$ cat config.mk
export PLATFORM = sky130hd
export DESIGN_NAME = uartCore
export DESIGN_NICKNAME = d
export VERILOG_FILES = /design/src/uartPkg.sv /design/src/syncFifo.sv /design/src/uartTransmitter.sv /design/src/uartReceiver.sv /design/src/uartCore.sv
export SDC_FILE = /design/constraint.sdc
export NUM_CORES = 1
export LEC_CHECK = 0
export BUFFER_PORTS_ARGS = -buffer_cell sky130_fd_sc_hd__buf_2
export CORE_MARGIN = 1.5
export CORE_UTILIZATION = 50
export DETAILED_ROUTE_END_ITERATION = 7
export PLACE_DENSITY_LB_ADDON = 0.3
export SYNTH_ARGS = -nofsm -noshare
export SYNTH_HDL_FRONTEND = slang
export SYNTH_SLANG_ARGS = --single-unit
$ cat constraint.sdc
create_clock -name clk -period 4.75 [get_ports clk]
set_input_delay 0.475 -clock clk [delete_from_list [all_inputs] [get_ports clk]]
set_output_delay 0.475 -clock clk [all_outputs]
set_load 0.02 [all_outputs]
$ cat src/uartPkg.sv
package uartPkg;

    // ------------------------------
    // data and configuration widths
    // ------------------------------
    localparam int dataWidth  = 8;   // one data byte
    localparam int baudWidth  = 16;  // clocks per bit field
    localparam int frameWidth = 4;   // bits per frame field

    // legal frame lengths, anything else is treated as 8 data bits
    localparam int minFrameBits = 5;
    localparam int maxFrameBits = 8;

    // ------------------------------
    // reset values of the config registers
    // ------------------------------
    localparam int defaultClocksPerBit = 10416;  // 100 MHz / 9600 baud
    localparam int defaultFrameBits    = 8;

    // ------------------------------
    // receive FIFO sizing
    // ------------------------------
    localparam int rxFifoDepth    = 16;  // power of two, pointers wrap on their own
    localparam int fifoCountWidth = 5;   // holds 0 to rxFifoDepth

endpackage

$ cat src/syncFifo.sv
`timescale 1ns/1ps

module syncFifo import uartPkg::*; (
    input  logic                      clk,
    input  logic                      reset,
    input  logic                      writeEn,    // push dataIn unless full
    input  logic                      readReq,    // pop head unless empty
    input  logic [dataWidth-1:0]      dataIn,
    output logic [dataWidth-1:0]      dataOut,    // head entry, show-ahead
    output logic [fifoCountWidth-1:0] wordCount,
    output logic                      empty,
    output logic                      full
);

    logic [dataWidth-1:0]             mem [rxFifoDepth];
    logic [$clog2(rxFifoDepth)-1:0]   writePtr;
    logic [$clog2(rxFifoDepth)-1:0]   readPtr;
    logic                             doWrite;
    logic                             doRead;

    // qualified strobes, full drops writes and empty drops pops
    assign doWrite = writeEn && !full;
    assign doRead  = readReq && !empty;

    assign empty   = (wordCount == '0);
    assign full    = (wordCount == fifoCountWidth'(rxFifoDepth));
    assign dataOut = mem[readPtr];  // oldest entry always on the output

    // storage
    always_ff @(posedge clk) begin
        if (doWrite)
            mem[writePtr] <= dataIn;
    end

    // pointers and count
    always_ff @(posedge clk or posedge reset) begin
        if (reset) begin
            writePtr  <= '0;
            readPtr   <= '0;
            wordCount <= '0;
        end else begin
            if (doWrite)
                writePtr <= writePtr + 1'b1;  // wraps at depth
            if (doRead)
                readPtr <= readPtr + 1'b1;
            case ({doWrite, doRead})
                2'b10:   wordCount <= wordCount + 1'b1;
                2'b01:   wordCount <= wordCount - 1'b1;
                default: wordCount <= wordCount;  // idle, or push and pop together
            endcase
        end
    end

endmodule

$ cat src/uartTransmitter.sv
`timescale 1ns/1ps

module uartTransmitter import uartPkg::*; (
    input  logic                  clk,
    input  logic                  reset,
    input  logic                  txDataValid,     // core holds a byte to send
    input  logic [dataWidth-1:0]  txDataIn,
    input  logic [baudWidth-1:0]  clocksPerCycle,
    input  logic [frameWidth-1:0] bitsPerFrame,
    output logic                  txAccept,        // byte taken in this cycle
    output logic                  tx
);

    typedef enum logic [1:0] {
        stIdle,
        stStart,
        stData,
        stStop
    } stateType;

    stateType              state;
    logic [baudWidth-1:0]  baudCount;  // clocks into the current bit
    logic [baudWidth-1:0]  lastCount;  // final clock of a bit period
    logic                  bitDone;
    logic [frameWidth-1:0] bitCount;   // data bits already sent
    logic [frameWidth-1:0] frameBits;  // frame length of the frame in flight
    logic [frameWidth-1:0] cleanBits;
    logic [dataWidth-1:0]  shiftReg;

    // out of range lengths fall back to a full byte
    assign cleanBits = (bitsPerFrame < minFrameBits || bitsPerFrame > maxFrameBits)
                     ? frameWidth'(maxFrameBits) : bitsPerFrame;

    assign lastCount = (clocksPerCycle == '0) ? '0 : clocksPerCycle - 1'b1;
    assign bitDone   = (baudCount >= lastCount);
    assign txAccept  = (state == stIdle) && txDataValid;

    // ------------------------------
    // frame sequencer
    // ------------------------------
    always_ff @(posedge clk or posedge reset) begin
        if (reset) begin
            state     <= stIdle;
            baudCount <= '0;
            bitCount  <= '0;
            frameBits <= frameWidth'(maxFrameBits);
            tx        <= 1'b1;  // line idles high
        end else begin
            case (state)
                stIdle: begin
                    baudCount <= '0;
                    bitCount  <= '0;
                    if (txAccept) begin
                        frameBits <= cleanBits;  // config change waits for next frame
                        tx        <= 1'b0;       // start bit
                        state     <= stStart;
                    end
                end
                stStart: begin
                    baudCount <= bitDone ? '0 : baudCount + 1'b1;
                    if (bitDone) begin
                        tx    <= shiftReg[0];  // lsb first
                        state <= stData;
                    end
                end
                stData: begin
                    baudCount <= bitDone ? '0 : baudCount + 1'b1;
                    if (bitDone && bitCount == frameBits - 1'b1) begin
                        tx    <= 1'b1;  // stop bit
                        state <= stStop;
                    end else if (bitDone) begin
                        tx       <= shiftReg[0];
                        bitCount <= bitCount + 1'b1;
                    end
                end
                default: begin  // stStop
                    baudCount <= bitDone ? '0 : baudCount + 1'b1;
                    if (bitDone)
                        state <= stIdle;  // can accept on the next cycle
                end
            endcase
        end
    end

    // data shifter, next bit always sits in bit 0
    always_ff @(posedge clk) begin
        if (txAccept)
            shiftReg <= txDataIn;
        else if (bitDone && (state == stStart || state == stData))
            shiftReg <= shiftReg >> 1;
    end

endmodule

$ cat src/uartReceiver.sv
`timescale 1ns/1ps

module uartReceiver import uartPkg::*; (
    input  logic                  clk,
    input  logic                  reset,
    input  logic [baudWidth-1:0]  clocksPerCycle,
    input  logic [frameWidth-1:0] bitsPerFrame,
    input  logic                  rx,        // asynchronous serial line
    output logic                  rxStrobe,  // one cycle, rxByte is new
    output logic [dataWidth-1:0]  rxByte
);

    typedef enum logic [1:0] {
        stIdle,
        stStart,
        stData,
        stStop
    } stateType;

    stateType              state;
    logic                  rxMeta;     // first synchronizer stage
    logic                  rxSync;     // second stage, safe to use
    logic                  rxLast;     // rxSync one cycle ago
    logic [baudWidth-1:0]  baudCount;
    logic [baudWidth-1:0]  lastCount;  // full bit period
    logic [baudWidth-1:0]  halfCount;
    logic [baudWidth-1:0]  lastHalf;   // half bit period
    logic                  bitDone;
    logic [frameWidth-1:0] bitCount;
    logic [frameWidth-1:0] frameBits;
    logic [frameWidth-1:0] cleanBits;
    logic [dataWidth-1:0]  shiftReg;   // fills from the msb side

    assign cleanBits = (bitsPerFrame < minFrameBits || bitsPerFrame > maxFrameBits)
                     ? frameWidth'(maxFrameBits) : bitsPerFrame;

    assign lastCount = (clocksPerCycle == '0) ? '0 : clocksPerCycle - 1'b1;
    assign halfCount = clocksPerCycle >> 1;
    assign lastHalf  = (halfCount == '0) ? '0 : halfCount - 1'b1;
    assign bitDone   = (baudCount >= lastCount);

    // ------------------------------
    // synchronizer and edge history
    // ------------------------------
    always_ff @(posedge clk or posedge reset) begin
        if (reset) begin
            rxMeta <= 1'b1;
            rxSync <= 1'b1;
            rxLast <= 1'b1;
        end else begin
            rxMeta <= rx;
            rxSync <= rxMeta;
            rxLast <= rxSync;
        end
    end

    // ------------------------------
    // frame sampler
    // ------------------------------
    always_ff @(posedge clk or posedge reset) begin
        if (reset) begin
            state     <= stIdle;
            baudCount <= '0;
            bitCount  <= '0;
            frameBits <= frameWidth'(maxFrameBits);
            rxStrobe  <= 1'b0;
        end else begin
            rxStrobe <= 1'b0;
            case (state)
                stIdle: begin
                    baudCount <= '0;
                    bitCount  <= '0;
                    if (rxLast && !rxSync) begin  // falling edge, maybe a start bit
                        frameBits <= cleanBits;
                        state     <= stStart;
                    end
                end
                stStart: begin
                    baudCount <= (baudCount >= lastHalf) ? '0 : baudCount + 1'b1;
                    if (baudCount >= lastHalf)
                        state <= rxSync ? stIdle : stData;  // glitch goes back to idle
                end
                stData: begin
                    baudCount <= bitDone ? '0 : baudCount + 1'b1;
                    if (bitDone && bitCount == frameBits - 1'b1)
                        state <= stStop;
                    else if (bitDone)
                        bitCount <= bitCount + 1'b1;
                end
                default: begin  // stStop, sampled mid bit
                    baudCount <= bitDone ? '0 : baudCount + 1'b1;
                    if (bitDone) begin
                        rxStrobe <= rxSync;  // low stop bit means no strobe
                        state    <= stIdle;
                    end
                end
            endcase
        end
    end

    // data path, lsb arrives first
    always_ff @(posedge clk) begin
        if (state == stData && bitDone)
            shiftReg <= {rxSync, shiftReg[dataWidth-1:1]};
        if (state == stStop && bitDone)
            rxByte <= shiftReg >> (dataWidth - frameBits);  // right-justify, upper bits 0
    end

endmodule

$ cat src/uartCore.sv
`timescale 1ns/1ps

module uartCore import uartPkg::*; (
    input  logic                  clk,
    input  logic                  reset,

    // master write data
    input  logic [dataWidth-1:0]  txDataIn,
    input  logic [baudWidth-1:0]  clocksPerCycleIn,
    input  logic [frameWidth-1:0] bitsPerFrameIn,
    input  logic                  rxIreIn,
    input  logic                  txIreIn,

    // master strobes, one cycle each
    input  logic                  txDataLoadEn,
    input  logic                  configLoadEn,
    input  logic                  rxDataReadReq,

    // visible state
    output logic [dataWidth-1:0]  txData,
    output logic [dataWidth-1:0]  rxData,          // FIFO head
    output logic                  rxValid,
    output logic                  txReady,
    output logic [baudWidth-1:0]  clocksPerCycle,
    output logic [frameWidth-1:0] bitsPerFrame,
    output logic                  rxIre,
    output logic                  txIre,

    output logic                  txIrq,
    output logic                  rxIrq,

    output logic                  tx,
    input  logic                  rx
);

    logic                 txDataValid;     // hidden, byte waiting for the transmitter
    logic                 txAccept;        // transmitter took txData
    logic                 rxStrobe;        // receiver has a good byte
    logic [dataWidth-1:0] rxByte;
    logic                 rxEmpty;
    logic                 rxFull;
    logic                 txIrePrev;       // edge detect history
    logic                 txDataValidPrev;

    assign rxValid = !rxEmpty;

    // ------------------------------
    // interrupts
    // ------------------------------
    always_ff @(posedge clk or posedge reset) begin
        if (reset) begin
            txIrq           <= 1'b0;
            rxIrq           <= 1'b0;
            txIrePrev       <= 1'b0;
            txDataValidPrev <= 1'b0;
        end else begin
            // enable rising with nothing queued, or queued byte just taken
            txIrq <= (!txDataValid && !txIrePrev && txIre)
                   || (txIre && txDataValidPrev && !txDataValid);
            rxIrq <= rxIre && rxStrobe && !rxFull;  // one pulse per byte stored
            txIrePrev       <= txIre;
            txDataValidPrev <= txDataValid;
        end
    end

    // ------------------------------
    // master visible registers
    // ------------------------------
    always_ff @(posedge clk or posedge reset) begin
        if (reset) begin
            txData         <= '0;
            clocksPerCycle <= baudWidth'(defaultClocksPerBit);
            bitsPerFrame   <= frameWidth'(defaultFrameBits);
            rxIre          <= 1'b0;
            txIre          <= 1'b0;
        end else begin
            if (txDataLoadEn)
                txData <= txDataIn;  // last write wins while busy
            if (configLoadEn) begin
                clocksPerCycle <= clocksPerCycleIn;
                bitsPerFrame   <= bitsPerFrameIn;
                rxIre          <= rxIreIn;
                txIre          <= txIreIn;
            end
        end
    end

    // transmit handshake state, a load beats a same-cycle accept
    always_ff @(posedge clk or posedge reset) begin
        if (reset) begin
            txReady     <= 1'b1;
            txDataValid <= 1'b0;
        end else if (txDataLoadEn) begin
            txReady     <= 1'b0;
            txDataValid <= 1'b1;
        end else if (txAccept) begin
            txReady     <= 1'b1;
            txDataValid <= 1'b0;
        end
    end

    // ------------------------------
    // datapath blocks
    // ------------------------------
    uartTransmitter u_transmitter (
        .clk,
        .reset,
        .txDataValid,
        .txDataIn       (txData),
        .clocksPerCycle,
        .bitsPerFrame,
        .txAccept,
        .tx
    );

    uartReceiver u_receiver (
        .clk,
        .reset,
        .clocksPerCycle,
        .bitsPerFrame,
        .rx,
        .rxStrobe,
        .rxByte
    );

    // count is internal only, status comes from empty and full
    syncFifo u_rxFifo (
        .clk,
        .reset,
        .writeEn   (rxStrobe),
        .readReq   (rxDataReadReq),
        .dataIn    (rxByte),
        .dataOut   (rxData),
        .wordCount (),
        .empty     (rxEmpty),
        .full      (rxFull)
    );

endmodule

======== Word level (Yosys, flattened, before mapping) ========
Memory sizes are Yosys's and may differ from the RTL's.
Cells that the tools add are included.
word-level totals
  register bits after elaboration ......... 130
  latch bits .............................. 0
  memory bits (writable) .................. 128
  ROM bits ................................ 0
  input port bits ......................... 36
  logic and storage cells ................. 153
  memories kept ........................... 1
memories
  memory        depth  bits a word  rd ports  clocked after memory_dff  write ports  RTL line        text
  u_rxFifo.mem  16     8            1         0                         1            syncFifo.sv:15  logic [dataWidth-1:0] mem [rxFifoDepth];
operators by class
  add/sub/neg operators ................... 13
  $mul .................................... 0
  div/mod/pow operators ................... 0
  magnitude comparators ................... 5
  eq/ne operators ......................... 20
  shifts and indexed selects .............. 1
  muxes and demuxes ....................... 39
  bitwise gates (word level) .............. 0
  reductions and logical operators ........ 44
operators with widths
  cell                     number
  $mux W16                 6
  $ge A16 B16 Y1           3
  $add A16 B1 Y16 const B  2
  $logic_not A16 Y1        2
  $pmux W16 S2             1
  $shr A8 B32 Y8           1
  $mux W4                  5
  $mux W2                  9
  $add A4 B1 Y4 const B    4
  $mux W8                  2
  $pmux W4 S2              2
  $sub A15 B1 Y16 const B  1
  $sub A16 B1 Y16 const B  1
  $logic_and A1 B1 Y1      15
  $ne A2 B1 Y1 const B     7
  $pmux W2 S3              2
  $mux W1                  10
  $pmux W5 S2              1
  $reduce_bool A2 Y1       5
  $eq A2 B2 Y1 const B     4
  $eq A4 B4 Y1             2
  $reduce_and A4 Y1        2
  $sub A4 B1 Y4 const B    2
  $eq A2 B1 Y1 const B     3
  other kinds (17)         30

======== Logic depth before layout (Yosys ltp) ========
  depth in word-level cells ............... 6
  gate-level depth with buffers ........... 17

======== By module ========
Synthesis repeated with hierarchy kept, for this count alone.
unflattened totals
  cell total of the unflattened synthesis .. 1094
  area, all modules ....................... 13236.4 um^2
modules (own cells, without submodules)
  module           times used  cells each  area an instance (um^2)  sequential area each (um^2)
  syncFifo         1           333         5789.3                   4169.0
  uartReceiver     1           409         3644.7                   1236.2
  uartTransmitter  1           273         2479.9                   918.4
  uartCore         1           79          1322.5                   909.6

======== Worst setup path after synthesis ========
OpenSTA, ideal clock, no wires.
  kind .................................... reg2reg
  start ................................... register clocksPerCycle[1]
  end ..................................... register u_transmitter.shiftReg[0], enable pin
  data arrival time ....................... 3.991 ns
  required time ........................... 4.421 ns
  setup slack ............................. 0.431 ns
  stages on the path, launching flop included .. 17
  path buffers ............................ 1
  period minus slack after synthesis ...... 4.319 ns
  path through ............................ dfrtp_1 > inv_1 > ha_1 > or3b_2 > or4_1 > a21oi_1 > nand2_1 > xnor2_1 > nand2_1 > ha_1 > and4_1 > nand2_1 > or4_1 > nand3_1 > buf_2 > nand2_1 > nand2_1
on the way
  cells in the longest elaborated chain, start to end .. 5
RTL lines
  element                                               RTL line               text
  start, declared                                       uartCore.sv:24         output logic [baudWidth-1:0] clocksPerCycle,
  start signal, assigned                                uartCore.sv:72         clocksPerCycle <= baudWidth'(defaultClocksPerBit);
  start signal, assigned                                uartCore.sv:80         clocksPerCycle <= clocksPerCycleIn;
  $sub A16 B1 Y16 or $logic_not A16 Y1 (tied branches)  uartTransmitter.sv:34  assign lastCount = (clocksPerCycle == '0) ? '0 : clocksPerCycle - 1'b1;
  $mux W16 (*)                                          uartTransmitter.sv:34
  $ge A16 B16 Y1 (*)                                    uartTransmitter.sv:35  assign bitDone = (baudCount >= lastCount);
  $logic_and A1 B1 Y1 (*)                               uartTransmitter.sv:89  else if (bitDone && (state == stStart || state == stData))
  $reduce_bool A2 Y1 (no line) (*)                      n/a
  end signal, assigned                                  uartTransmitter.sv:88  shiftReg <= txDataIn;
  end signal, assigned                                  uartTransmitter.sv:90  shiftReg <= shiftReg >> 1;
  end, declared                                         uartTransmitter.sv:28  logic [dataWidth-1:0] shiftReg;
Mark *: on every way between the ends. The rest lies on a longest branch, timed or not.
A chain may end at the register's enable or synchronous reset.

======== Worst setup path after layout ========
  start ................................... register clocksPerCycle[1]
  end ..................................... register u_transmitter.shiftReg[2], enable pin
The elaborated chain is that of the path after synthesis.

==> results summary <==
The run finished with clean final reports. Ranked by total cell area, the synthesized netlist is headed by sky130_fd_sc_hd__edfxtp_1 (36%), sky130_fd_sc_hd__dfrtp_1 (19%), sky130_fd_sc_hd__mux4_2 (7.4%). The worst setup path is launched from a flip-flop. Derived from the worst setup path, the maximum achievable clock frequency is 222 MHz. The total wire length is ~24 mm. The category of the worst setup path capture point is a flip-flop. The average instance in the mapped netlist occupies 13.2 µm². The switching power share of the total is a little under a third. The tool flagged a number of max-cap violations equal to 0. The CTS buffer count is 27.

The fraction of power consumed by combinational cells came out at 28.7%. The area enclosed by the die boundary came out at 26100 µm². The final net count is roughly 1100. The final count of hold timing violations came out at 0. The via count is 7623. The worst reg-to-reg setup slack came out at about 0.26 ns. The via count of the first global-routing pass was around 7800. The portion of total power attributed to sequential cells is 41.9%. The maximum fanout along the worst path came out at 8.

Dividing the detail-routed wire length by the instance count gives 17.5 µm. The kind of cell with the highest combined delay on the critical path is simple AND/OR/NAND/NOR gates. For this design the top-level I/O count stands at between 70 and 80.

The post-synthesis async set-or-reset flop share came out at approximately 41%. After synthesis, the netlist uses 58 different library cells. The floorplan step set the die height to roughly 160 µm.

The number of warnings reported in the yosys synthesis log is 0. In this run the post-CTS setup repair buffer count came out at 0. The number of buffers on the longest clock path is 3.

Setup violations remaining at the end of the flow were counted as 0. The insertion delay to the later sink of the worst-skew pair is 0.55 ns. The largest clock skew in the final design came out at ~0.019 ns.

In this run, post-CTS repair resized a total of 0 instances. The CTS sink count is approximately 260. The count of antenna diodes in the layout came out at 0. The most instantiated flip-flop cell in the synthesis netlist is sky130_fd_sc_hd__edfxtp_1. For this block, the initial DRC count from the detailed router was around 490. The setup TNS after final layout is 0 ns.

The cell area after synthesis is roughly 13000 µm². The number of remaining DRC errors came out at 0. By startpoint and endpoint, the worst setup path is classified as reg -> reg.

Synthesis inferred roughly 260 register bits. In this run the horizontal extent of the chip is ~160 µm. The final weighted congestion in routability-driven placement came out at between 0.8 and 0.9. The number of buffers added on ports is 78. Sequential elements use 57.6% of the synthesized area.

The biggest area contributor in the post-synthesis netlist is sky130_fd_sc_hd__edfxtp_1. The global router's overall resource usage came out at between 15 and 20%. The leakage power of the design came out at 5.70 nW. The total count of max-transition violations in the final report is 0. The number of hold buffers added after cts came out at 1. In the synthesized netlist, the number of instances is ~950. The area of all sequential standard cells came out at 7240 µm².

The average via count per standard cell is about 5.5. The area of combinational cells with multiple inputs came out at 5020 µm². The first global-routing pass estimated approximately 40 mm of wire. The worst-case IR drop observed on VDD is between 0.3 and 0.4 mV. The normalized max-slew margin came out at around 39%. In this run the worst hold path is classified as in -> reg. The number of H-tree levels came out at 1.

The cell at the root of the clock tree is sky130_fd_sc_hd__clkbuf_16. In this run the critical register-to-register path is launched from clocksPerCycle[1]. The worst min-delay path startpoint is rx. The largest individual stage delay along the critical path comes from the cell sky130_fd_sc_hd__or4_1. The buffering stage count on the worst path with inverters included came out at 1.

The part of the total power dissipated in the clock network came out at slightly below 30%. The total power after layout is 7.06 mW. For this configuration, the core starts out at a cell density of between 50% and 60%.

The top cell type's share of synthesized area is 36.4%. Setup repair after global routing left no endpoint under its margin. For hold timing, the worst endpoint is u_receiver.rxMeta.

The power per cell area is between 400 and 500 nW/µm². The share of the core filled with cells is between 50% and 60%. The number of stages on the worst hold path is 1. The initialized floorplan defines 57 standard-cell rows. The clock period could shrink to ~4.5 ns. The post-synthesis to final-layout area growth came out at 13.1%. The largest stage delay on the critical path is ~0.59 ns. The number of cells on the worst reg-to-reg path is 15. TritonCTS built the clock tree. The cell seen most often among critical-path stages is sky130_fd_sc_hd__nand2_1.

Fill cells in the final layout number approximately 1900. The internal power of the cells totals ~4.8 mW. The arrival time of data at the critical path endpoint came out at between 4 and 5 ns. The measured slew at the worst slew-check pin came out at roughly 0.91 ns. Clock-pin slew was measured on the worst setup and hold paths at about 0.06 ns. In this run the remaining antenna-violating nets after routing total 0. The switching power came out at ~2.2 mW.

The pin count of the biggest net entering global routing came out at 54. The number of flops mapped to enable cells by yosys came out at about 150. Walking the worst path, the cells encountered are inv_1, ha_1, or3b_2, or4_1, a21oi_1, nand2_1, xnor2_1, nand2_1, ha_1, and4_1, nand2_1, or4_1, nand3_1, nand2_1, nand2_1. STA puts the critical path data required time at approximately 5 ns.

The total grt overflow came out at 0. The area of the placeable core is roughly 24000 µm². The number of nets handed over by synthesis was around 1100. The half-perimeter wire length of the detailed placement result came out at approximately 17 mm. The initial antenna violation count came out at 0. In this run the critical register-to-register path is captured at u_transmitter.shiftReg[2]. Of the cells placed in the final design, the portion with a size suffix greater than 1 is approximately 23%. The number of search-and-repair iterations in the first detailed-routing pass came out at 7.

The final period utilization is between 90% and 100%.
power by group through the flow:
stage          sequential, mW  clock [mW]  combinational, mW
2_1_floorplan            2.81           0               1.71
3_3_place_gp             3.00           0               1.99
3_5_place_dp             3.00           0               2.03
4_1_cts                  2.97        2.12               2.05
5_1_grt                  3.00        2.21               2.25
6_report                 2.96        2.07               2.03
per-layer routing:
| layer | part of all wire (%) | global-route usage (%) | vias to the layer above | wire (µm) |
|---|---|---|---|---|
| li1 | - | - | 3685 | - |
| met1 | 44 | 25.9 | 3734 | 10700 |
| met2 | 50 | 33.6 | 169 | 12100 |
| met3 | 3.6 | 2.31 | 35 | 871 |
| met4 | 2.1 | 5.05 | 0 | 497 |
| met5 | 0 | 0 | - | 0 |
cells in the mapped netlist (7+ instances only):
| master | instances |
|---|---|
| sky130_fd_sc_hd__a21oi_1 | 32 |
| sky130_fd_sc_hd__nor2_1 | 84 |
| sky130_fd_sc_hd__nor2b_1 | 11 |
| sky130_fd_sc_hd__xor2_1 | 35 |
| sky130_fd_sc_hd__ha_1 | 70 |
| sky130_fd_sc_hd__mux2_2 | 36 |
| sky130_fd_sc_hd__mux2i_1 | 8 |
| sky130_fd_sc_hd__mux4_2 | 41 |
| sky130_fd_sc_hd__xnor2_1 | 39 |
| sky130_fd_sc_hd__nand4_1 | 18 |
| sky130_fd_sc_hd__clkbuf_1 | 20 |
| sky130_fd_sc_hd__and3_1 | 11 |
| sky130_fd_sc_hd__nand2b_1 | 7 |
| sky130_fd_sc_hd__dfrtp_1 | 93 |
| sky130_fd_sc_hd__nand2_1 | 85 |
| sky130_fd_sc_hd__a211oi_1 | 9 |
| sky130_fd_sc_hd__o21ai_0 | 26 |
| sky130_fd_sc_hd__edfxtp_1 | 152 |
| sky130_fd_sc_hd__buf_2 | 10 |
| sky130_fd_sc_hd__inv_1 | 36 |
| sky130_fd_sc_hd__dfstp_2 | 13 |
| sky130_fd_sc_hd__a21o_1 | 8 |
| sky130_fd_sc_hd__nand3_1 | 22 |
| sky130_fd_sc_hd__nor3_1 | 20 |
flip-flops by register name, indices dropped and copies added (netlist names), 2 cells and up:
| signal | count |
|---|---|
| u_receiver.state | 2 |
| u_rxFifo.writePtr | 4 |
| bitsPerFrame | 4 |
| u_receiver.rxByte | 8 |
| u_transmitter.bitCount | 4 |
| u_receiver.frameBits | 4 |
| u_rxFifo.readPtr | 4 |
| txData | 8 |
| u_rxFifo.wordCount | 5 |
| u_transmitter.frameBits | 4 |
| u_transmitter.shiftReg | 8 |
| u_rxFifo.mem | 128 |
| u_receiver.bitCount | 4 |
| u_receiver.baudCount | 16 |
| u_receiver.shiftReg | 8 |
| u_transmitter.baudCount | 16 |
| u_transmitter.state | 2 |
| clocksPerCycle | 16 |
how the worst max path moves through the flow:
stage,start,end,slack [ns],cells after the start
5_1_grt,clocksPerCycle[1],u_transmitter.shiftReg[2],0.01,15
2_1_floorplan,clocksPerCycle[1],u_transmitter.shiftReg[0],0.43,16
3_3_place_gp,clocksPerCycle[1],u_transmitter.shiftReg[3],0.40,15
3_5_place_dp,clocksPerCycle[1],u_transmitter.shiftReg[2],0.27,15
4_1_cts,clocksPerCycle[1],u_transmitter.shiftReg[2],0.25,15
6_report,clocksPerCycle[1],u_transmitter.shiftReg[2],0.26,15
layout make-up:
type                       instances  share of cell area, %
clock buffer                      29                   4.81
clock inverter                    21                   1.40
inverter                          36                  0.970
multi-input combinational        623                   35.4
sequential                       258                   51.0
tap                              324                   2.86
timing repair buffer              94                   3.61
cells by family (layout without fill, tap and decap cells):
family                   Yosys count  count (layout)  share of synthesized area (%)
AO/OA/AOI/OAI                    112             112                           5.75
XOR/XNOR                          75              75                           5.35
adder cells (fa/ha/maj)           71              71                           7.14
buffers and inverters             72             180                           2.37
flip-flops                       258             258                           57.6
multiplexers                      85              85                           11.2
AND/OR/NAND/NOR                  280             280                           10.5
layout by cell type (no fill, tap or decap), types with 5 or more instances in the layout:
| master | n |
|---|---|
| sky130_fd_sc_hd__a211oi_1 | 9 |
| sky130_fd_sc_hd__a21o_1 | 8 |
| sky130_fd_sc_hd__a21oi_1 | 32 |
| sky130_fd_sc_hd__a31o_2 | 5 |
| sky130_fd_sc_hd__a31oi_1 | 5 |
| sky130_fd_sc_hd__and3_1 | 11 |
| sky130_fd_sc_hd__buf_2 | 78 |
| sky130_fd_sc_hd__buf_4 | 15 |
| sky130_fd_sc_hd__clkbuf_16 | 27 |
| sky130_fd_sc_hd__clkinv_1 | 6 |
| sky130_fd_sc_hd__clkinv_2 | 7 |
| sky130_fd_sc_hd__dfrtp_1 | 91 |
| sky130_fd_sc_hd__dfstp_2 | 13 |
| sky130_fd_sc_hd__edfxtp_1 | 152 |
| sky130_fd_sc_hd__ha_1 | 70 |
| sky130_fd_sc_hd__inv_1 | 35 |
| sky130_fd_sc_hd__mux2_2 | 36 |
| sky130_fd_sc_hd__mux2i_1 | 8 |
| sky130_fd_sc_hd__mux4_2 | 41 |
| sky130_fd_sc_hd__nand2_1 | 85 |
| sky130_fd_sc_hd__nand2b_1 | 7 |
| sky130_fd_sc_hd__nand3_1 | 22 |
| sky130_fd_sc_hd__nand4_1 | 18 |
| sky130_fd_sc_hd__nor2_1 | 84 |
| sky130_fd_sc_hd__nor2b_1 | 11 |
| sky130_fd_sc_hd__nor3_1 | 20 |
| sky130_fd_sc_hd__o211ai_1 | 5 |
| sky130_fd_sc_hd__o21a_1 | 5 |
| sky130_fd_sc_hd__o21ai_0 | 26 |
| sky130_fd_sc_hd__xnor2_1 | 39 |
| sky130_fd_sc_hd__xor2_1 | 35 |
per-stage QoR:
stage	setup WS [ns]	hold WS, ns	instances	instance area, µm²
2_1_floorplan	0.431	0.345	953	12600
3_3_place_gp	0.400	0.359	1334	13300
3_5_place_dp	0.271	0.360	1334	13300
4_1_cts	0.247	0.0176	1385	14200
5_1_grt	0.0146	0.0209	1385	14200
6_report	0.255	0.0342	1385	14200
No activity file was read; power rests on OpenSTA's default activity.
